<file path="src/logic/tileCachePkg.sv">
`default_nettype none

package tileCachePkg;

	// address geometry
	localparam int addrBits       = 32;
	localparam int tileOffsetBits = 4;
	localparam int tileIndexBits  = 10;
	localparam int tileTagBits    = addrBits - tileIndexBits - tileOffsetBits;
	localparam int tileLines      = 1 << tileIndexBits;

	// one tile is 128 bits
	localparam int tileDataBits = 128;

	// operation codes, shared by the requester and DDR ports
	typedef enum logic [4:0]
	{
		OPM_READY   = 5'b00000,
		OPM_RD_TILE = 5'b01111,
		OPM_WR_TILE = 5'b10111
	} memOpm_e;

	// status codes
	typedef enum logic [1:0]
	{
		OK_READY = 2'b00,
		OK_OK    = 2'b01,
		OK_HOLD  = 2'b10
	} memOk_e;

	typedef struct packed
	{
		logic [tileTagBits-1:0]    tag;
		logic [tileIndexBits-1:0]  index;
		logic [tileOffsetBits-1:0] offset;
	} tileAddrFields_s;

	// byte address, or the same word split into tag, index and offset
	typedef union packed
	{
		logic [addrBits-1:0] raw;
		tileAddrFields_s     fields;
	} tileAddr_u;

	// one store entry, 148 bits
	typedef struct packed
	{
		logic                    valid;
		logic                    dirty;
		logic [tileTagBits-1:0]  tag;
		logic [tileDataBits-1:0] data;
	} tileLine_s;

	typedef struct packed
	{
		logic                     enable;
		logic [tileIndexBits-1:0] index;
		tileLine_s                line;
	} tileWrite_s;

	// miss hand-off to the fill engine
	typedef struct packed
	{
		logic                    start;
		logic                    victimDirty;
		logic [addrBits-1:0]     victimAddr;
		logic [tileDataBits-1:0] victimData;
		logic [addrBits-1:0]     fillAddr;
	} fillRequest_s;

	// fetched tile, held after the done pulse
	typedef struct packed
	{
		logic                    done;
		logic [addrBits-1:0]     addr;
		logic [tileDataBits-1:0] data;
	} fillResult_s;

endpackage

`default_nettype wire

</file>
<file path="src/logic/tileFillEngine.sv">
`timescale 1ns/1ps
`default_nettype none

module tileFillEngine
	import tileCachePkg::*;
(
	input  wire logic                    clock,
	input  wire logic                    reset,
	input  wire fillRequest_s            fillRequest,
	input  wire logic [tileDataBits-1:0] ddrDataIn,
	input  wire memOk_e                  ddrOk,
	output fillResult_s                  fillResult,
	output logic [addrBits-1:0]          ddrAddr,
	output logic [tileDataBits-1:0]      ddrDataOut,
	output memOpm_e                      ddrOpm
);

	typedef enum logic [2:0]
	{
		FILL_IDLE,
		FILL_WB_ISSUE,
		FILL_WB_WAIT,
		FILL_RD_ISSUE,
		FILL_RD_WAIT
	} fillState_e;

	fillState_e state;

	// local copy of the miss, kept for the whole sequence
	logic [addrBits-1:0]     victimAddr;
	logic [tileDataBits-1:0] victimData;
	logic [addrBits-1:0]     fillAddr;

	logic                    done;
	logic [addrBits-1:0]     resultAddr;
	logic [tileDataBits-1:0] resultData;

	logic ddrReady;
	logic ddrDone;
	logic accept;

	assign ddrReady = (ddrOk == OK_READY);
	assign ddrDone  = (ddrOk == OK_OK);
	assign accept   = (state == FILL_IDLE) && fillRequest.start;

	assign fillResult = '{done: done, addr: resultAddr, data: resultData};

	always_ff @(posedge clock)
	begin
		if (reset)
		begin
			state  <= FILL_IDLE;
			ddrOpm <= OPM_READY;
			done   <= 1'b0;
		end
		else
		begin
			done <= 1'b0;
			case (state)
				FILL_IDLE:
					if (fillRequest.start)
						state <= fillRequest.victimDirty ? FILL_WB_ISSUE : FILL_RD_ISSUE;
				// only raise the opcode while the DDR side is idle
				FILL_WB_ISSUE:
					if (ddrReady)
					begin
						ddrOpm <= OPM_WR_TILE;
						state  <= FILL_WB_WAIT;
					end
				// HOLD keeps everything as is
				FILL_WB_WAIT:
					if (ddrDone)
					begin
						ddrOpm <= OPM_READY;
						state  <= FILL_RD_ISSUE;
					end
				FILL_RD_ISSUE:
					if (ddrReady)
					begin
						ddrOpm <= OPM_RD_TILE;
						state  <= FILL_RD_WAIT;
					end
				FILL_RD_WAIT:
					if (ddrDone)
					begin
						ddrOpm <= OPM_READY;
						done   <= 1'b1;
						state  <= FILL_IDLE;
					end
				default:
				begin
					ddrOpm <= OPM_READY;
					state  <= FILL_IDLE;
				end
			endcase
		end
	end

	always_ff @(posedge clock)
	begin
		if (accept)
		begin
			victimAddr <= fillRequest.victimAddr;
			victimData <= fillRequest.victimData;
			fillAddr   <= fillRequest.fillAddr;
		end

		if ((state == FILL_WB_ISSUE) && ddrReady)
		begin
			ddrAddr    <= victimAddr;
			ddrDataOut <= victimData;
		end
		else if ((state == FILL_RD_ISSUE) && ddrReady)
			ddrAddr <= fillAddr;

		// fetched tile stays put until the next fill
		if ((state == FILL_RD_WAIT) && ddrDone)
		begin
			resultAddr <= fillAddr;
			resultData <= ddrDataIn;
		end
	end

endmodule

`default_nettype wire

</file>
<file path="config.mk">
export PLATFORM = sky130hd
export DESIGN_NAME = tileFillEngine
export DESIGN_NICKNAME = d
export VERILOG_FILES = /design/src/logic/tileCachePkg.sv /design/src/logic/tileFillEngine.sv
export SDC_FILE = /design/constraint.sdc
export NUM_CORES = 1
export LEC_CHECK = 0
export BUFFER_PORTS_ARGS = -buffer_cell sky130_fd_sc_hd__buf_2
export CELL_PAD_IN_SITES_DETAIL_PLACEMENT = 1
export CELL_PAD_IN_SITES_GLOBAL_PLACEMENT = 2
export CORE_AREA = 2 2 257 259
export CTS_BUF_LIST = sky130_fd_sc_hd__clkbuf_4 sky130_fd_sc_hd__clkbuf_8 sky130_fd_sc_hd__clkbuf_16
export DETAILED_ROUTE_END_ITERATION = 8
export DIE_AREA = 0 0 259 261
export PLACE_DENSITY = 0.68
export SLEW_MARGIN = 20
export SYNTH_ARGS = -nofsm -noshare
export SYNTH_HDL_FRONTEND = slang
export SYNTH_SLANG_ARGS = --single-unit
</file>
<file path="constraint.sdc">
create_clock -name clock -period 20.7 [get_ports clock]
set_clock_uncertainty 0.15 [all_clocks]
set_input_delay 4.14 -clock clock [delete_from_list [all_inputs] [get_ports clock]]
set_output_delay 4.14 -clock clock [all_outputs]
set_load 0.02 [all_outputs]
</file>
After elaboration in Yosys (flattened, before gate mapping)
Cells that the tools add are included.

cells by class
  eq/ne operators = 11
  multiplexer cells = 14
  bitwise logic cells = 2
  reductions and logical operators = 11

operators with widths
  cell                number
  $mux 32             2
  $pmux 5 s4          1
  $mux 3              5
  $mux 5              3
  $pmux 3 s5          1
  $ne 2x2->1 const B  5
  $eq 3x2->1 const B  2
  $reduce_and 5->1    1
  $logic_and 1x1->1   4
  $reduce_and 4->1    1
  $reduce_or 2->1     2
  $eq 3x1->1 const B  1
  $eq 3x3->1 const B  1
  $logic_not 3->1     1
  $eq 2x1->1 const B  1
  $logic_not 2->1     1
  $mux 2              1
  $ne 2x1->1 const B  1
  $not 1->1           2
  $reduce_bool 2->1   1
  $mux 1              1

storage, ports and cells
  register bits after elaboration = 521
  output and inout port bits = 326

Logic depth before layout (Yosys ltp)
  word-level depth = 4
  gate-level depth with buffers = 8
  depth with buffers taken out = 6

Least setup slack after synthesis
Ideal clock, no wire load.

  path type = in2reg
  start point = in fillRequest[193] in the netlist's numbering
  end point = reg fillAddr[0] (enable)
  data arrival time = 17.120 ns
  data required time = 19.571 ns
  setup slack = 2.451 ns
  cell stages on the path = 2
  cell sequence = nand2b_1 > nor3_1

between the ends
  longest elaborated chain between the ends = 1

RTL lines
  item                    line                   RTL
  start: declaration      tileFillEngine.sv:9    input wire fillRequest_s fillRequest,
  $logic_and 1x1->1       tileFillEngine.sv:44   assign accept = (state == FILL_IDLE) && fillRequest.start;
  net accept              tileFillEngine.sv:40   logic accept;
  end signal: assignment  tileFillEngine.sv:105  fillAddr <= fillRequest.fillAddr;
  end: declaration        tileFillEngine.sv:32   logic [addrBits-1:0] fillAddr;

The timed path passes the listed nets, and every way through them passes these cells.
A chain may end at the register's enable or synchronous reset.

Final worst setup path
  start point = in ddrOk[0]
  end point = reg ddrAddr[30], data pin

between the ends
  longest elaborated chain between the ends = 3

RTL lines
  item                    line                   RTL
  start: declaration      tileFillEngine.sv:11   input wire memOk_e ddrOk,
  $logic_not 2->1         tileFillEngine.sv:42   assign ddrReady = (ddrOk == OK_READY);
  $logic_and 1x1->1       tileFillEngine.sv:108  if ((state == FILL_WB_ISSUE) && ddrReady)
  $mux 32                 tileFillEngine.sv:108
  end signal: assignment  tileFillEngine.sv:110  ddrAddr <= victimAddr;
  end signal: assignment  tileFillEngine.sv:114  ddrAddr <= fillAddr;
  end: declaration        tileFillEngine.sv:13   output logic [addrBits-1:0] ddrAddr,

No other way between the ends.

==> impl_metrics.py <==
metrics = {
    "outcome": {
        "run_status": "finished, final reports clean",
    },
    "clocking": {
        "cts_setup_buffers": 0,
        "path_clk_slew_ps": 60,
        "root_buffer": "clkbuf_16",
        "clkLatencyLatePin_ps": 600,
        "cts_sinks": 519,
        "cts_resized": 0,
        "cts_hold_buf": 0,
        "cts_buffers": 56,
        "cts_tree": "done",
        "cts_max_path_buffers": 3,
        "ctsHtreeMaxLevel": 2,
    },
    "global_route": {
        "overflow": 0,
        "track_usage_pct": 14.24,
        "grt_max_degree": 91,
        "grt_pass1_wl_um": 68150,
        "antenna_found_initial": 18,
        "grt_pass1_vias": 9428,
    },
    "routing": {
        "postRouteAntennaNets": 0,
        "dr.pass1.iters": 4,
        "drc": 0,
        "drt_iter0_drc": 576,
        "vias": 8698,
        "wl_per_cell_um": 22.84,
        "routed_wl_um": 50410,
        "viasPerCell": 3.941,
    },
    "run": {
        "max_cap_violations": 0,
    },
    "setup_path": {
        "path_max_fanout": 90,
        "cp-end-kind": "flop",
        "critical_path_class": "input port to flop",
        "crit_arrival_ps": 7120,
        "crit_path_start_kind": "input port",
        "required_ps": 20890,
    },
    "final_layout": {
        "drive_gt1_share_pct": 58.43,
        "seqCellArea_sq_um": 15510,
        "multiInputGateArea_sq_um": 676.9,
        "area_growth_pct": 37.07,
        "fin_cells": 2207,
        "n_fill_cell": 6699,
        "fin_nets": 1625,
    },
    "place": {
        "dp.final_hpwl_um": 37690,
        "numPortBuffers": 651,
        "globalplace.congestion": 0.8704,
        "post-place-cells": 2105,
    },
    "die": {
        "rows": 94,
        "io_pins": 652,
        "dieArea_sq_um": 67600,
        "initial_core_util_pct": 25.06,
        "core_sq_um": 65040,
        "die_w_um": 259,
        "die_height_um": 261,
    },
    "timing": {
        "setup_viol": 0,
        "rsz0062_at_grt": "false",
        "fin_setup_tns_ps": 0,
        "max_slew_margin_pct": 31.77,
        "fin_crit_sh_pct": 33.47,
        "hold_viol_final": 0,
        "fmax_mhz": 144.3,
        "min_period_ps": 6928,
        "max_slew.worst_pin.slew_ps": 1023,
        "maxSlewViolCount": 0,
    },
    "yosys": {
        "synth_seq_cells": 519,
        "yosysSeqAreaShare_pct": 95.20,
        "synth_cell_types": 24,
        "syn_avg_cell_area_sq_um": 27.53,
        "synth_warnings": 0,
        "synth_cells": 592,
        "synth_area_sq_um": 16300,
        "syn-num-nets": 918,
    },
    "power": {
        "p_leak_nw": 8.520,
        "power_density_nw_per_um2": 102.2,
        "ir_drop_mv": 0.08104,
    },
    "hold_path": {
        "hold_class": "flop to flop",
    },
}
-- power by group --
group          leakage, nW  internal [mW]  switching (mW)
clock                0.868          0.552           0.401
combinational         2.89         0.0386          0.0579
sequential            4.76           1.22          0.0174
-- worst max-delay path: stages --
cell	delay, ps
buf_2	110
nor2_1	270
nand2b_4	100
inv_4	450
nand2b_4	140
inv_8	570
buf_4	850
mux2_4	370
-- stage by stage --
| stage | hold slack, ps | instance area, sq um | setup WS, ps | util [%] | total power [mW] |
|---|---|---|---|---|---|
| 3_5_place_dp | 255.2 | 20590 | 13040 | 31.66 | 1.354 |
| 5_1_grt | 267.7 | 22330 | 13550 | 34.34 | 2.363 |
| 6_report | 262.3 | 22340 | 13770 | 34.35 | 2.282 |
| 4_1_cts | 260.1 | 22330 | 13720 | 34.34 | 2.318 |
| 3_3_place_gp | 250.1 | 20590 | 13110 | 31.66 | 1.348 |
| 2_1_floorplan | 250.3 | 16300 | 2451 | - | 1.307 |
-- routing by layer --
metal	up-vias	routed length [um]	track usage [%]
li1	3817	-	-
met1	4273	16330	13.91
met2	488	26190	25.68
met3	98	6033	7.211
met4	22	1697	5.283
met5	-	162	0
-- path summary, 6_finish.rpt --
check,slack (ps),endpoint,start,depth (start not counted)
worst max register to register,17060,ddrAddr[30],state[0],7
worst min-delay path,260,ddrDataOut[40],victimData[40],0
worst min register to register,260,ddrDataOut[40],victimData[40],0
worst max-delay path,13770,ddrAddr[30],ddrOk[0],8
-- state kept, by name, indices dropped and copies added (netlist names) --
signal / flops
ddrDataOut: 128
resultData: 128
victimData: 128
ddrAddr: 32
fillAddr: 32
resultAddr: 32
victimAddr: 32
ddrOpm: 3
state: 3
done: 1
-- cells in the mapped netlist, drive strengths merged --
cell | number | area (sq um)
edfxtp | 512 | 15370
mux2 | 32 | 469.2
a22oi | 1 | 7.510
clkbuf | 1 | 3.750
a21oi | 5 | 25.02
o21ai | 7 | 35.03
or3 | 1 | 6.260
a211oi | 2 | 15.01
nand3b | 1 | 7.510
inv | 2 | 17.52
nand2 | 2 | 7.510
nor2 | 2 | 7.510
buf | 7 | 93.84
dfxtp | 7 | 140.1
and3 | 1 | 6.260
mux2i | 1 | 10.01
nand2b | 4 | 47.55
nor3 | 2 | 10.01
nor2b | 2 | 12.51
-- layout by cell type, fill, tap and decap left out, types with 3 or more instances in the layout --
master,instances
buf_2,651
clkbuf_4,15
nand2b_4,3
clkinv_2,8
mux2_4,29
buf_4,6
mux2_2,3
o21ai_0,7
clkbuf_16,56
diode_2,3
a21oi_1,5
edfxtp_1,512
clkinv_1,12
bufinv_16,3
dfxtp_1,7
-- cell type report --
| type | instances | area share, % |
|---|---|---|
| inverters | 2 | 0.07841 |
| multi-input cells | 63 | 3.030 |
| well taps | 864 | 4.839 |
| clock buffers | 71 | 6.777 |
| diodes | 3 | 0.03361 |
| flip-flops and latches | 519 | 69.45 |
| clock inverters | 28 | 1.003 |
| repair buffers | 657 | 14.79 |
-- kinds of logic (layout without fill, tap and decap cells) --
kind of cell | after synthesis | after routing | share of synthesized area (%)
simple gates | 15 | 15 | 0.6450
other cells | 0 | 3 | 0
flops | 519 | 519 | 95.20
buf+inv | 10 | 758 | 0.7063
compound gates | 15 | 15 | 0.5067
mux | 33 | 33 | 2.941
No activity file was read; power rests on OpenSTA's default activity.
