File: src/logic/tileCachePkg.sv
`default_nettype none

package tileCachePkg;

	// address geometry
	localparam int addrBits       = 32;
	localparam int tileOffsetBits = 4;
	localparam int tileIndexBits  = 10;
	localparam int tileTagBits    = addrBits - tileIndexBits - tileOffsetBits;
	localparam int tileLines      = 1 << tileIndexBits;

	// one tile is 128 bits
	localparam int tileDataBits = 128;

	// operation codes, shared by the requester and DDR ports
	typedef enum logic [4:0]
	{
		OPM_READY   = 5'b00000,
		OPM_RD_TILE = 5'b01111,
		OPM_WR_TILE = 5'b10111
	} memOpm_e;

	// status codes
	typedef enum logic [1:0]
	{
		OK_READY = 2'b00,
		OK_OK    = 2'b01,
		OK_HOLD  = 2'b10
	} memOk_e;

	typedef struct packed
	{
		logic [tileTagBits-1:0]    tag;
		logic [tileIndexBits-1:0]  index;
		logic [tileOffsetBits-1:0] offset;
	} tileAddrFields_s;

	// byte address, or the same word split into tag, index and offset
	typedef union packed
	{
		logic [addrBits-1:0] raw;
		tileAddrFields_s     fields;
	} tileAddr_u;

	// one store entry, 148 bits
	typedef struct packed
	{
		logic                    valid;
		logic                    dirty;
		logic [tileTagBits-1:0]  tag;
		logic [tileDataBits-1:0] data;
	} tileLine_s;

	typedef struct packed
	{
		logic                     enable;
		logic [tileIndexBits-1:0] index;
		tileLine_s                line;
	} tileWrite_s;

	// miss hand-off to the fill engine
	typedef struct packed
	{
		logic                    start;
		logic                    victimDirty;
		logic [addrBits-1:0]     victimAddr;
		logic [tileDataBits-1:0] victimData;
		logic [addrBits-1:0]     fillAddr;
	} fillRequest_s;

	// fetched tile, held after the done pulse
	typedef struct packed
	{
		logic                    done;
		logic [addrBits-1:0]     addr;
		logic [tileDataBits-1:0] data;
	} fillResult_s;

endpackage

`default_nettype wire

File: src/logic/tileRequestStage.sv
`timescale 1ns/1ps
`default_nettype none

module tileRequestStage
	import tileCachePkg::*;
(
	input  wire logic                     clock,
	input  wire logic                     reset,
	input  wire tileAddr_u                memAddr,
	input  wire logic [tileDataBits-1:0]  memDataIn,
	input  wire memOpm_e                  memOpm,
	input  wire tileLine_s                readLine,
	input  wire fillResult_s              fillResult,
	output logic [tileIndexBits-1:0]      readIndex,
	output tileWrite_s                    storeWrite,
	output fillRequest_s                  fillRequest,
	output logic [tileDataBits-1:0]       memDataOut,
	output memOk_e                        memOk
);

	typedef enum logic [2:0]
	{
		REQ_SWEEP,
		REQ_IDLE,
		REQ_READ,
		REQ_COMPARE,
		REQ_WAIT_FILL,
		REQ_WRITE_FILL,
		REQ_RELEASE
	} reqState_e;

	reqState_e state;
	reqState_e nextState;

	logic [tileIndexBits-1:0] sweepIndex;

	// captured request
	tileAddr_u               reqAddr;
	logic [tileDataBits-1:0] reqData;
	memOpm_e                 reqOpm;

	tileAddr_u victimAddr;
	tileAddr_u filledAddr;
	logic      hit;
	logic      miss;

	assign readIndex  = reqAddr.fields.index;
	assign memDataOut = readLine.data;
	assign filledAddr = fillResult.addr;

	assign hit  = readLine.valid && (readLine.tag == reqAddr.fields.tag);
	assign miss = (state == REQ_COMPARE) && !hit;

	// victim lives at the same index under the stored tag
	always_comb
	begin
		victimAddr.fields = '{tag: readLine.tag, index: reqAddr.fields.index, offset: '0};
	end

	always_comb
	begin
		if (memOpm == OPM_READY)
			memOk = OK_READY;
		else if ((state == REQ_COMPARE) && hit)
			memOk = OK_OK;
		else
			memOk = OK_HOLD;
	end

	always_comb
	begin
		nextState = state;
		case (state)
			REQ_SWEEP:
				if (sweepIndex == '1)
					nextState = REQ_IDLE;
			REQ_IDLE:
				if (memOpm != OPM_READY)
					nextState = REQ_READ;
			REQ_READ:
				nextState = REQ_COMPARE;
			REQ_COMPARE:
				nextState = hit ? REQ_RELEASE : REQ_WAIT_FILL;
			REQ_WAIT_FILL:
				if (fillResult.done)
					nextState = REQ_WRITE_FILL;
			// filled line is written, then looked up again as a hit
			REQ_WRITE_FILL:
				nextState = REQ_READ;
			REQ_RELEASE:
				if (memOpm == OPM_READY)
					nextState = REQ_IDLE;
			default:
				nextState = REQ_IDLE;
		endcase
	end

	always_ff @(posedge clock)
	begin
		if (reset)
		begin
			state      <= REQ_SWEEP;
			sweepIndex <= '0;
		end
		else
		begin
			state <= nextState;
			if (state == REQ_SWEEP)
				sweepIndex <= sweepIndex + 1'b1;
		end
	end

	always_ff @(posedge clock)
	begin
		if (state == REQ_IDLE)
		begin
			reqAddr <= memAddr;
			reqData <= memDataIn;
			reqOpm  <= memOpm;
		end
	end

	// single store write: sweep, fill, or write hit
	always_comb
	begin
		storeWrite = '0;
		case (state)
			REQ_SWEEP:
			begin
				storeWrite.enable = 1'b1;
				storeWrite.index  = sweepIndex;
			end
			REQ_WRITE_FILL:
			begin
				storeWrite.enable = 1'b1;
				storeWrite.index  = filledAddr.fields.index;
				storeWrite.line   = '{valid: 1'b1, dirty: 1'b0,
					tag: filledAddr.fields.tag, data: fillResult.data};
			end
			REQ_COMPARE:
				if (hit && (reqOpm == OPM_WR_TILE))
				begin
					storeWrite.enable = 1'b1;
					storeWrite.index  = reqAddr.fields.index;
					storeWrite.line   = '{valid: 1'b1, dirty: 1'b1,
						tag: reqAddr.fields.tag, data: reqData};
				end
			default:
				storeWrite = '0;
		endcase
	end

	// start pulses the cycle after the miss is seen
	always_ff @(posedge clock)
	begin
		if (reset)
			fillRequest.start <= 1'b0;
		else
		begin
			fillRequest.start <= miss;
			if (miss)
			begin
				fillRequest.victimDirty <= readLine.valid && readLine.dirty;
				fillRequest.victimAddr  <= victimAddr.raw;
				fillRequest.victimData  <= readLine.data;
				fillRequest.fillAddr    <= {reqAddr.raw[addrBits-1:tileOffsetBits],
					{tileOffsetBits{1'b0}}};
			end
		end
	end

endmodule

`default_nettype wire

File: config.mk
export PLATFORM = sky130hd
export DESIGN_NAME = tileRequestStage
export DESIGN_NICKNAME = d
export VERILOG_FILES = /design/src/logic/tileCachePkg.sv /design/src/logic/tileRequestStage.sv
export SDC_FILE = /design/constraint.sdc
export NUM_CORES = 1
export LEC_CHECK = 0
export ABC_AREA = 1
export CAP_MARGIN = 20
export CORE_AREA = 2 2 377 379
export DETAILED_ROUTE_END_ITERATION = 6
export DIE_AREA = 0 0 379 381
export DONT_BUFFER_PORTS = 1
export SLEW_MARGIN = 40
export SYNTH_ARGS = -nofsm -noshare
export SYNTH_HDL_FRONTEND = slang
export SYNTH_SLANG_ARGS = --single-unit
File: constraint.sdc
create_clock -name clock -period 27 [get_ports clock]
set_clock_uncertainty 0.15 [all_clocks]
set_input_delay 2.7 -clock clock [delete_from_list [all_inputs] [get_ports clock]]
set_output_delay 2.7 -clock clock [all_outputs]
set_load 0.005 [all_outputs]
## Word-level counts from Yosys, hierarchy flattened

Index checks and enable logic that the tools add are counted.

- Flip-flop bits (word level): 364
- Input port bits: 476
- Output and inout port bits: 493

- Add/subtract/negate cells: 1
- Equal/unequal tests: 13
- Mux-type cells: 11
- Bitwise gates (word level): 1
- Reduce and logical (&&, ||, !) cells: 11

Operators by type and width:

| kind | count |
|---|---|
| $pmux W148 S2 | 1 |
| $mux W159 | 1 |
| $pmux W11 S3 | 1 |
| $pmux W3 S7 | 1 |
| $eq A18 B18 Y1 | 1 |
| $mux W3 | 4 |
| $add A10 B1 Y10 const B | 1 |
| $eq A10 B10 Y1 const B | 1 |
| $eq A3 B3 Y1 const B | 3 |
| $ne A2 B2 Y1 const B | 4 |
| $eq A3 B2 Y1 const B | 2 |
| $mux W2 | 3 |
| $eq A5 B5 Y1 const B | 1 |
| $logic_and A1 B1 Y1 | 5 |
| $logic_not A5 Y1 | 1 |
| $reduce_bool A5 Y1 | 1 |
| $reduce_and A4 Y1 | 1 |
| $eq A3 B1 Y1 const B | 1 |
| $logic_not A3 Y1 | 1 |
| $reduce_and A2 Y1 | 1 |
| $logic_not A1 Y1 | 1 |
| $not A1 Y1 | 1 |

## Depth between registers and ports, before layout

Gate-level depths: netlist of the first run.

- Depth in word-level cells: 5
- Depth in mapped cells: 12
- Depth with buffers taken out: 10

## Worst setup path after synthesis of the first run

Ideal clock, no wire load.

- Path type: input-to-reg
- Start point: input port readLine[135] (netlist bit)
- End point: register fillRequest[100] (netlist bit), enable pin
- Setup time: 0.924 ns
- Data arrival time: 15.192 ns
- Path slack: 10.734 ns
- Cell stages on the path: 7
- Path buffers: 1
- Path through: or2_2 nand3_1 nor2_1 nand2_1 nor2_4 buf_2 nor3_1

- Longest elaborated chain between the ends: 5

RTL lines:

| item | RTL line | source |
|---|---|---|
| start: declaration | tileRequestStage.sv:12 | `input wire tileLine_s readLine,` |
| $eq A18 B18 Y1 | tileRequestStage.sv:51 | `assign hit = readLine.valid && (readLine.tag == reqAddr.fields.tag);` |
| $logic_and A1 B1 Y1 | tileRequestStage.sv:51 |  |
| $logic_not A1 Y1 | tileRequestStage.sv:52 | `assign miss = (state == REQ_COMPARE) && !hit;` |
| $logic_and A1 B1 Y1 | tileRequestStage.sv:52 |  |
| $reduce_and A2 Y1 (no line) | n/a |  |
| end: declaration | tileRequestStage.sv:16 | `output fillRequest_s fillRequest,` |

Every way passes these cells.
A chain may end at the register's enable or synchronous reset.

==> results by group, run 1 <==
Run status
  – Status: complete, no violations

Yosys
  – Synth warn: 0
  – Synthesized flop and latch total: 350
  – Syn_area_per_cell: 10.3 um^2
  – Cell Area, Synth: 0.0161 mm^2
  – Top_reg_cell synth: edfxtp_1
  – Post-synth EDFFs: 336
  – Post-synthesis cell count: 1565
  – Ys async rst share: 0%
  – Sequential fraction of the synthesis area: 64.2%
  – Yosys cell types: 30

Power and ir drop
  – Internal power: 1.05 mW
  – Comb power frac: 11.1%
  – Power Density: 80.0 mW/mm^2
  – Sequential power share: 46.0%
  – Clock Power Share: 42.9%
  – Sw Ratio: 29.5%
  – Worst vdd ir: 0.0000529 V
  – Lkg Pwr: 6.88 nW
  – Design Power: 1.50 mW
  – Sw power: 0.441 mW

Floorplan
  – Die W: 379 um
  – Io pins: 969
  – Die Area: 0.144 mm^2
  – Die Span Y: 381 um
  – Core Box Area: 0.141 mm^2
  – Row count: 138
  – Starting Density: 11.5%

STA
  – Slew @ Worst Pin: 885 ps
  – RSZ-0062 raised after global routing: no
  – Period utilization: 31.4%
  – Worst slew margin relative to its limit: 41.0%
  – Final hold violation count: 0
  – Max Freq: 118 MHz
  – Final count of negative-setup-slack endpoints: 0
  – Fin Setup TNS: 0 ps
  – Max-slew violation count: 0
  – Min Tclk post-route: 8480 ps

Critical path
  – RR Startpoint: reqAddr[27]
  – Startpoint Class: primary input
  – CP endpoint: storeWrite[133]
  – Crit Path Class: in2out
  – Worst R2R Setup Slack: 22850 ps
  – Worst EP required: 24150 ps
  – R2R cell count: 12
  – R2R Path End: fillRequest[26]
  – Crit Path Max Fanout: 86
  – Worst setup EP type: output pin
  – CP Data Arrival Time: 5630 ps
  – Critical Path Source: readLine[135]

Routing
  – Drt first pass iters: 5
  – Initial drt markers: 867
  – Antenna Nets Post-Route: 0
  – Wire per inst: 30.7 um
  – Vias/cell: 3.43
  – DR DRC count: 0
  – Final WL: 102000 um
  – Total number of vias: 11400

Finish
  – Share of cells above drive strength 1: 7.23%
  – Final net count: 1868
  – Area growth from synthesis to layout: 15.8%
  – Fin util: 13.3%

Clocking
  – TritonCTS Buffers: 47
  – Hold-fix buffer count after cts: 0
  – Post-CTS Setup Inserts: 0
  – Clock tree buffer depth: 3
  – CTS resizes: 0
  – Clk_lat worst skew: 640 ps
  – Clk slew on worst S/H paths: 60 ps
  – CTS HTree Levels: 2
  – Clock root cell: clkbuf_16
  – Clock sinks: 350
  – CTS tree: yes

Run
  – Max Cap Viol: 0

Hold path
  – Min-Delay Path Class: reg2reg

GRT
  – Total Routing Usage GR: 13.6%
  – Initial antenna violation count: 131
  – Vias in the first global route: 10500
  – GR Overflow Total: 0
  – Largest net degree at the start of global routing: 87
  – First-pass GRT wire length: 124000 um

Placement
  – Placer Congestion: 0.860
  – Port Buffers: 0
  – Detailed Place HPWL: 86100 um
==> state kept, by name (all words and copies together) (netlist names) <==
name	flops
fillRequest	176
reqData	128
reqAddr	28
sweepIndex	10
reqOpm	5
state	3
==> final cells by class <==
| class | count | area (um^2) |
|---|---|---|
| repair buffers | 13 | 154 |
| multi-input cells | 782 | 3470 |
| well taps | 1890 | 2360 |
| clock inverters | 28 | 328 |
| clock buffers | 55 | 1210 |
| inverters | 197 | 754 |
| flip-flops and latches | 350 | 10400 |
| diodes | 18 | 45.0 |
| fillers | 15900 | 122000 |
==> critical path, stage by stage <==
cell	delay, ps
nand2_1	120
nand2_1	60
inv_1	50
nand2_1	50
nor2_1	230
nand3_1	270
nor2_4	150
buf_6	510
buf_6	530
nand4_1	450
nand2_1	380
==> placed cells by master (no fill, tap or decap), types with 5 or more instances in the layout <==
cell,instances
nand2_1,384
edfxtp_1,336
inv_1,184
nor2_1,170
nand4_1,161
clkbuf_16,47
diode_2,18
o21ai_0,16
dfxtp_1,14
inv_6,12
nand3_1,11
inv_2,9
a21oi_1,8
conb_1,8
clkbuf_1,8
buf_4,7
clkinv_1,5
nor3_1,5
==> how the worst min path moves through the flow <==
stage	from	end	slack, ps	cells past startpoint
final	reqAddr[29]	fillRequest[29]	320	0
after global routing	reqAddr[24]	fillRequest[24]	340	0
after CTS	reqAddr[29]	fillRequest[29]	320	0
after detailed placement	reqAddr[24]	fillRequest[24]	310	0
after global placement	reqAddr[24]	fillRequest[24]	300	0
after floorplan	reqAddr[24]	fillRequest[24]	280	0
==> power groups by stage <==
stage / Clock (mW) / Sequential (mW) / Combinational [mW]
final: 0.642 / 0.688 / 0.166
after global routing: 0.687 / 0.692 / 0.185
after CTS: 0.672 / 0.687 / 0.170
after detailed placement: 0 / 0.698 / 0.170
after global placement: 0 / 0.697 / 0.164
after floorplan: 0 / 0.702 / 0.124
==> metal layers <==
metal	wire length (um)	global-route usage, %
met1	39400	15.9
met2	45900	21.6
met3	13200	7.15
met4	3290	3.05
met5	547	0.303
==> cells by family (layout without fill, tap and decap cells) <==
logic type | after synthesis | in the layout | share of synthesized area (%)
flops | 350 | 350 | 64.2
other cells | 1 | 26 | 0.0232
fa+ha+maj | 1 | 1 | 0.0775
buf+inv | 440 | 293 | 14.5
simple gates | 741 | 741 | 20.0
xor+xnor | 4 | 4 | 0.217
compound gates | 28 | 28 | 0.922
==> cells in the mapped netlist, drive strengths merged (2+ instances only) <==
cell type	instances	area [um^2]
inv	196	736
nor4	2	12.5
o21ai	17	85.1
nand3	11	55.1
buf	218	1510
nand4	161	1010
a21oi	8	40.0
dfxtp	14	280
nor3	6	30.0
nand2	384	1440
nor2	172	653
edfxtp	336	10100
or2	4	25.0
xor2	2	17.5
xnor2	2	17.5
clkbuf	25	93.8
==> metrics by stage <==
step           cell area (um^2)  worst slack (ps)  hold WS [ps]  instances
5_1_grt                   18700             18150           335       3321
3_3_place_gp              17100             17650           298       3230
3_5_place_dp              17100             18190           311       3231
2_1_floorplan             16200             10730           276       1572
6_report                  18700             18520           324       3333
4_1_cts                   18600             18190           323       3314
(Power assumes the default switching activity.)
==> run 2, diff against run 1 <==
- clock period: 27 -> 7.15 ns (I/O delays scaled with it)
==> run 2 against run 1 <==
Net effect:
- global-route usage increased by 0.99 points
- design area increased by 17%
- sequential power increased to 3.8 times the previous value
- first-iteration DRC count decreased by 9.3%
- count of clock-buffer cells in the layout decreased by 2
- via count increased by 12%
- sequential share of layout area decreased by 8.2 points
- sequential cell count unchanged
- core utilization increased by 2.3 points
- power increased to 3.9 times the previous value
- die area unchanged
==> results by group, run 2 (synthesized netlist as in run 1, its figures left out) <==
Finish
  – Top reg by flops: fillRequest
  – Regs by FF count: fillRequest x176, reqData x128, reqAddr x28
  – Commonest non-fill, non-tap cell in the layout: nand2_1
  – Fin util: 15.6% (+2.3 points)
  – Area growth from synthesis to layout: 36.0%
  – Filler cells: 15600 (-1.6%)
  – Max reg flops: 176 (unchanged)
  – Share of cells above drive strength 1: 6.33% (-0.90 points)
  – Final net count: 2178 (+17%)
  – Most frequent cells in the layout: nand2_1, edfxtp_1, dlygate4sd3_1

Critical path
  – Worst path slowest cell: inv_8
  – Crit Path Class: reg2out
  – RR Startpoint: reqAddr[29]
  – Crit Path Max Fanout: 108 (+26%)
  – CP delay by family, top: buffers and inverters
  – R2R Path End: fillRequest[140]
  – Worst EP required: 6280 ps (-17870 ps)
  – Crit path largest cell delay: 750 ps (+220 ps)
  – Crit path cell chain: inv_2 -> nand3_1 -> inv_8 -> buf_4 -> nand4_1 -> nand2_1
  – Worst R2R Setup Slack: 3400 ps (-19450 ps)
  – Startpoint Class: flip-flop
  – Bufs and invs on worst path: 3 (unchanged)
  – CP Data Arrival Time: 3830 ps (-1800 ps)
  – Worst setup EP type: output pin
  – R2R cell count: 11 (-1)

Placement
  – Detailed Place HPWL: 86400 um (+0.31%)
  – Placer Congestion: 0.823 (-4.3%)
  – Port Buffers: 0 (unchanged)

GRT
  – First-pass GRT wire length: 135000 um (+8.8%)
  – Total Routing Usage GR: 14.5% (+0.99 points)
  – GR Overflow Total: 0 (unchanged)
  – Vias in the first global route: 12500 (+18%)
  – Initial antenna violation count: 103 (-21%)
  – Largest net degree at the start of global routing: 120 (+38%)

STA
  – Max Freq: 213 MHz
  – Fin Setup TNS: 0 ps (unchanged)
  – Slew @ Worst Pin: 930 ps (+45.4 ps)
  – Worst slew margin relative to its limit: 38.0% (-3.0 points)
  – Min Tclk post-route: 4700 ps
  – RSZ-0062 raised after global routing: no
  – Final count of negative-setup-slack endpoints: 0 (unchanged)
  – Max-slew violation count: 0 (unchanged)
  – Period utilization: 65.7%
  – Final hold violation count: 0 (unchanged)

Routing
  – Total number of vias: 12800 (+12%)
  – Final WL: 110000 um (+7.2%)
  – Vias/cell: 3.50 (+2.2%)
  – Wire per inst: 29.9 um (-2.5%)
  – DR DRC count: 0 (unchanged)
  – Initial drt markers: 786 (-9.3%)
  – Drt first pass iters: 5 (unchanged)
  – Antenna Nets Post-Route: 0 (unchanged)

Floorplan
  – Io pins: 969 (unchanged)
  – Die W: 379 um (unchanged)
  – Core Box Area: 0.141 mm^2 (unchanged)
  – Row count: 138 (unchanged)
  – Starting Density: 11.5% (unchanged)
  – Die Span Y: 381 um (unchanged)
  – Die Area: 0.144 mm^2 (unchanged)

Clocking
  – Clock tree buffer depth: 3 (unchanged)
  – Clk slew on worst S/H paths: 60 ps (about the same)
  – Clock sinks: 350 (unchanged)
  – CTS resizes: 0 (unchanged)
  – Post-CTS Setup Inserts: 0 (unchanged)
  – CTS HTree Levels: 2 (unchanged)
  – CTS tree: yes
  – Clock root cell: clkbuf_16
  – Hold-fix buffer count after cts: 308 (+308)
  – Clk_lat worst skew: 660 ps (+20 ps)
  – TritonCTS Buffers: 47 (unchanged)

Power and ir drop
  – Power Density: 269 mW/mm^2 (+240%)
  – Worst vdd ir: 0.000227 V (+330%)
  – Lkg Pwr: 8.22 nW (+19%)

Run status
  – Status: complete, no violations

Hold path
  – Min-Delay Path Class: in2reg
  – Hold EP: fillRequest[192]
  – WHS Path Cells: 2 (+2)
  – HP Start: readLine[147]

Run
  – Max Cap Viol: 0 (unchanged)
run 2: cell count changes in the layout (fill, tap and decap cells not counted), moves of 2 or more:
| cell | previous run | this run |
|---|---|---|
| clkbuf_1 | 8 | 6 |
| clkinv_16 | 0 | 2 |
| diode_2 | 18 | 34 |
| buf_4 | 7 | 5 |
| inv_6 | 12 | 9 |
| buf_12 | 2 | 6 |
| inv_16 | 2 | 0 |
| clkinv_2 | 2 | 7 |
| dlygate4sd3_1 | 0 | 308 |
run 2: worst max-delay path by stage:
stage / start / to / slack [ps] / depth (start not counted)
2_1_floorplan: readLine[135] / fillRequest[100] / 990 / 7
3_3_place_gp: state[2] / storeWrite[37] / 3060 / 6
3_5_place_dp: readLine[135] / fillRequest[21] / 3050 / 9
4_1_cts: state[2] / storeWrite[37] / 2400 / 6
5_1_grt: state[2] / storeWrite[37] / 2300 / 6
6_report: state[2] / storeWrite[37] / 2450 / 6
run 2: worst reg2reg max path, cell delays in order, from the launching register on:
cell,delay (ps)
edfxtp_1,450
inv_2,90
or2_1,230
nand3_1,100
nor2_1,60
nand2_1,210
nor2_4,90
buf_12,230
nor3_4,320
buf_6,490
buf_12,390
buf_16,430
run 2: layout make-up:
class / count / area, um^2 / area share (%)
Antenna cell: 34 / 85.1 / 0.388
Clock buffer: 53 / 1200 / 5.46
Clock inverter: 33 / 378 / 1.72
Inverter: 197 / 759 / 3.46
Multi-Input combinational cell: 782 / 3480 / 15.9
Sequential cell: 350 / 10400 / 47.2
Tap cell: 1890 / 2360 / 10.8
Timing Repair Buffer: 323 / 3320 / 15.1
run 2: where the power goes:
part           internal, mW  switching (mW)
clock                  1.38            1.07
combinational         0.232           0.614
sequential             2.49           0.105
total                  4.10            1.79
run 2: per-stage QoR:
stage          hold WS, ps  power, mW  instance area (um^2)  setup slack, ps  instances
2_1_floorplan          276       3.08                 16200              992       1572
3_3_place_gp           293       3.29                 17100             3060       3230
3_5_place_dp           289       3.31                 17100             3050       3232
4_1_cts               56.1       5.98                 21800             2400       3626
5_1_grt               85.9       6.14                 21900             2300       3636
6_report               113       5.90                 22000             2450       3662
run 2: metal layers:
| metal | up-vias | part of all wire (%) | GRT usage, % |
|---|---|---|---|
| met5 | - | 0.45 | 0.404 |
| met4 | 56 | 3.7 | 4.49 |
| met3 | 269 | 12 | 7.72 |
| met2 | 995 | 45 | 23.3 |
| met1 | 6142 | 38 | 16.5 |
| li1 | 5353 | - | - |
==> run 3, diff against run 2 <==
- clock period: 7.15 -> 4.25 ns (I/O delays scaled with it)
==> run 3 against run 2 <==
Net effect:
- critical path depth up 5
- sequential share of layout area up 0.089 points
- combinational power up 67%
- largest power group unchanged
- non-clock buffer count up 12
- power up 63%
- worst setup slack worse by 2000 ps
- largest cell class unchanged
- first-iteration DRC count up 7.8%
- clock power up 56%
==> results by group, run 3 (synthesized netlist as in run 1, its figures left out) <==
Placement
  – Port Buffers: 0 (unchanged)
  – Placer Congestion: 0.806 (-2.0%)
  – Detailed Place HPWL: 87400 um (+1.1%)
  – Cells after DPL: 3242 (+0.31%)

Critical path
  – Crit Path Max Fanout: 90 (-17%)
  – R2R Path End: fillRequest[64]
  – Worst setup EP type: output pin
  – Startpoint Class: flip-flop
  – Crit Path Class: reg2out
  – RR Startpoint: reqAddr[21]
  – Worst EP required: 3670 ps (-2610 ps)
  – CP Data Arrival Time: 3190 ps (-640 ps)
  – R2R cell count: 12 (+1)
  – Worst R2R Setup Slack: 1030 ps (-2370 ps)

GRT
  – First-pass GRT wire length: 132000 um (-2.0%)
  – Total Routing Usage GR: 14.3% (-0.25 points)
  – Vias in the first global route: 12100 (-2.9%)
  – Met2 Use GR: 22.9% (-0.42 points)
  – Initial antenna violation count: 108 (+4.9%)
  – GR Util met3: 7.32% (-0.40 points)
  – Largest net degree at the start of global routing: 91 (-24%)
  – GR Overflow Total: 0 (unchanged)
  – Gr busiest metal: met2
  – GR Util met1: 16.6% (+0.13 points)

STA
  – Min Tclk post-route: 3770 ps
  – Max Freq: 265 MHz
  – Slew @ Worst Pin: 796 ps (-134 ps)
  – Final count of negative-setup-slack endpoints: 0 (unchanged)
  – Period utilization: 88.6%
  – RSZ-0062 raised after global routing: no
  – Final hold violation count: 0 (unchanged)
  – Worst slew margin relative to its limit: 46.9% (+8.9 points)
  – Max-slew violation count: 0 (unchanged)
  – Final hold slack: 108 ps (-4.86 ps)

Clocking
  – CTS tree: yes
  – Clock root cell: clkbuf_16
  – TritonCTS Buffers: 43 (-8.5%)
  – Clk slew on worst S/H paths: 70 ps (about the same)
  – Clock tree buffer depth: 3 (unchanged)
  – Clk_lat worst skew: 630 ps (-30 ps)
  – Post-CTS Setup Inserts: 0 (unchanged)
  – CTS HTree Levels: 2 (unchanged)
  – Clock sinks: 350 (unchanged)

Floorplan
  – Die W: 379 um (unchanged)
  – Die Span Y: 381 um (unchanged)
  – Row count: 138 (unchanged)
  – Io pins: 969 (unchanged)
  – Core Box Area: 0.141 mm^2 (unchanged)
  – Starting Density: 11.5% (unchanged)
  – Die Area: 0.144 mm^2 (unchanged)

Power and ir drop
  – Worst vdd ir: 0.000349 V (+53%)
  – Power Density: 439 mW/mm^2 (+63%)
  – Design Power: 9.61 mW (+63%)
  – Lkg Pwr: 8.19 nW (-0.35%)

Routing
  – Vias/cell: 3.42 (-2.2%)
  – Initial drt markers: 847 (+7.8%)
  – Wire per inst: 29.4 um (-1.8%)
  – DR DRC count: 0 (unchanged)
  – Drt first pass iters: 5 (unchanged)
  – Total number of vias: 12500 (-2.1%)
  – Final WL: 108000 um (-1.7%)
  – Antenna Nets Post-Route: 0 (unchanged)

Finish
  – Filler cells: 15600 (+0.19%)
  – Area growth from synthesis to layout: 35.7%
  – Top reg by flops: fillRequest
  – Final net count: 2186 (+0.37%)
  – Commonest non-fill, non-tap cell in the layout: nand2_1
  – Regs by FF count: fillRequest x176, reqData x128, reqAddr x28
  – Max reg flops: 176 (unchanged)
  – Layout Cells excl Fill: 3666 (+0.11%)
  – Share of cells above drive strength 1: 6.33% (about the same)
  – Most frequent cells in the layout: nand2_1, edfxtp_1, dlygate4sd3_1

Hold path
  – Min-Delay Path Class: in2reg
  – HP Start: reset
  – Hold EP: fillRequest[94]
  – WHS Path Cells: 2 (unchanged)

Run
  – Max Cap Viol: 0 (unchanged)

Run status
  – Status: complete, no violations
==> run 3: changes by cell type in the layout (fill, tap and decap cells not counted), moves of 3 or more <==
cell	before	now
diode_2	34	37
inv_8	4	1
clkbuf_16	47	43
inv_6	9	5
dlygate4sd3_1	308	312
buf_4	5	14
==> run 3: worst max-delay path, stage by stage (launching register included) <==
cell and delay [ps]:
edfxtp_1 370, inv_2 50, nand2_1 160, nand2_1 80
inv_1 50, nand2_1 40, nor2_1 300, nand3_2 270
nor2_4 280, buf_12 340, nand4_1 130, nand2_1 380
==> run 3: timing repair <==
action / 4_1_cts / 5_1_grt
gates resized for setup: 2 / 0
setup endpoints to repair: 7 / 0
endpoints found under the hold margin: 322 / 0
hold buffers: 312 / 0
==> run 3: worst max-delay path by stage <==
stage,depth (start not counted),startpoint,endpoint
floorplan,7,readLine[138],fillRequest[100]
global placement,10,readLine[135],storeWrite[39]
detailed placement,11,readLine[135],fillRequest[148]
CTS,11,reqAddr[21],storeWrite[131]
global route,11,reqAddr[21],storeWrite[53]
finish,11,reqAddr[21],storeWrite[126]
==> run 3: per-stage QoR <==
stage	setup slack [ps]	area, um^2	utilization, %	setup TNS (ps)
floorplan	-1540	16200	-	-268670
finish	483	21900	15.6	0
detailed placement	620	17300	12.3	0
global route	123	21900	15.5	0
CTS	105	21800	15.5	0
global placement	683	17200	12.3	0
==> run 3: final cells by class <==
cell class | instances | area [um^2] | share of cell area, %
tap | 1890 | 2360 | 10.8
clock inverter | 28 | 327 | 1.49
antenna | 37 | 92.6 | 0.423
multi-input combinational | 782 | 3500 | 16.0
sequential | 350 | 10400 | 47.3
inverter | 197 | 754 | 3.44
timing repair buffer | 335 | 3420 | 15.6
clock buffer | 47 | 1090 | 4.98
==> run 3: power by group <==
group	internal (mW)	switching, mW
clock	2.17	1.66
sequential	4.18	0.184
combinational	0.414	0.997
==> run 3: layer usage <==
| layer | vias up | wire [um] |
|---|---|---|
| met5 | - | 431 |
| li1 | 5375 | - |
| met1 | 5943 | 41900 |
| met2 | 970 | 48900 |
| met4 | 38 | 3330 |
| met3 | 223 | 13200 |
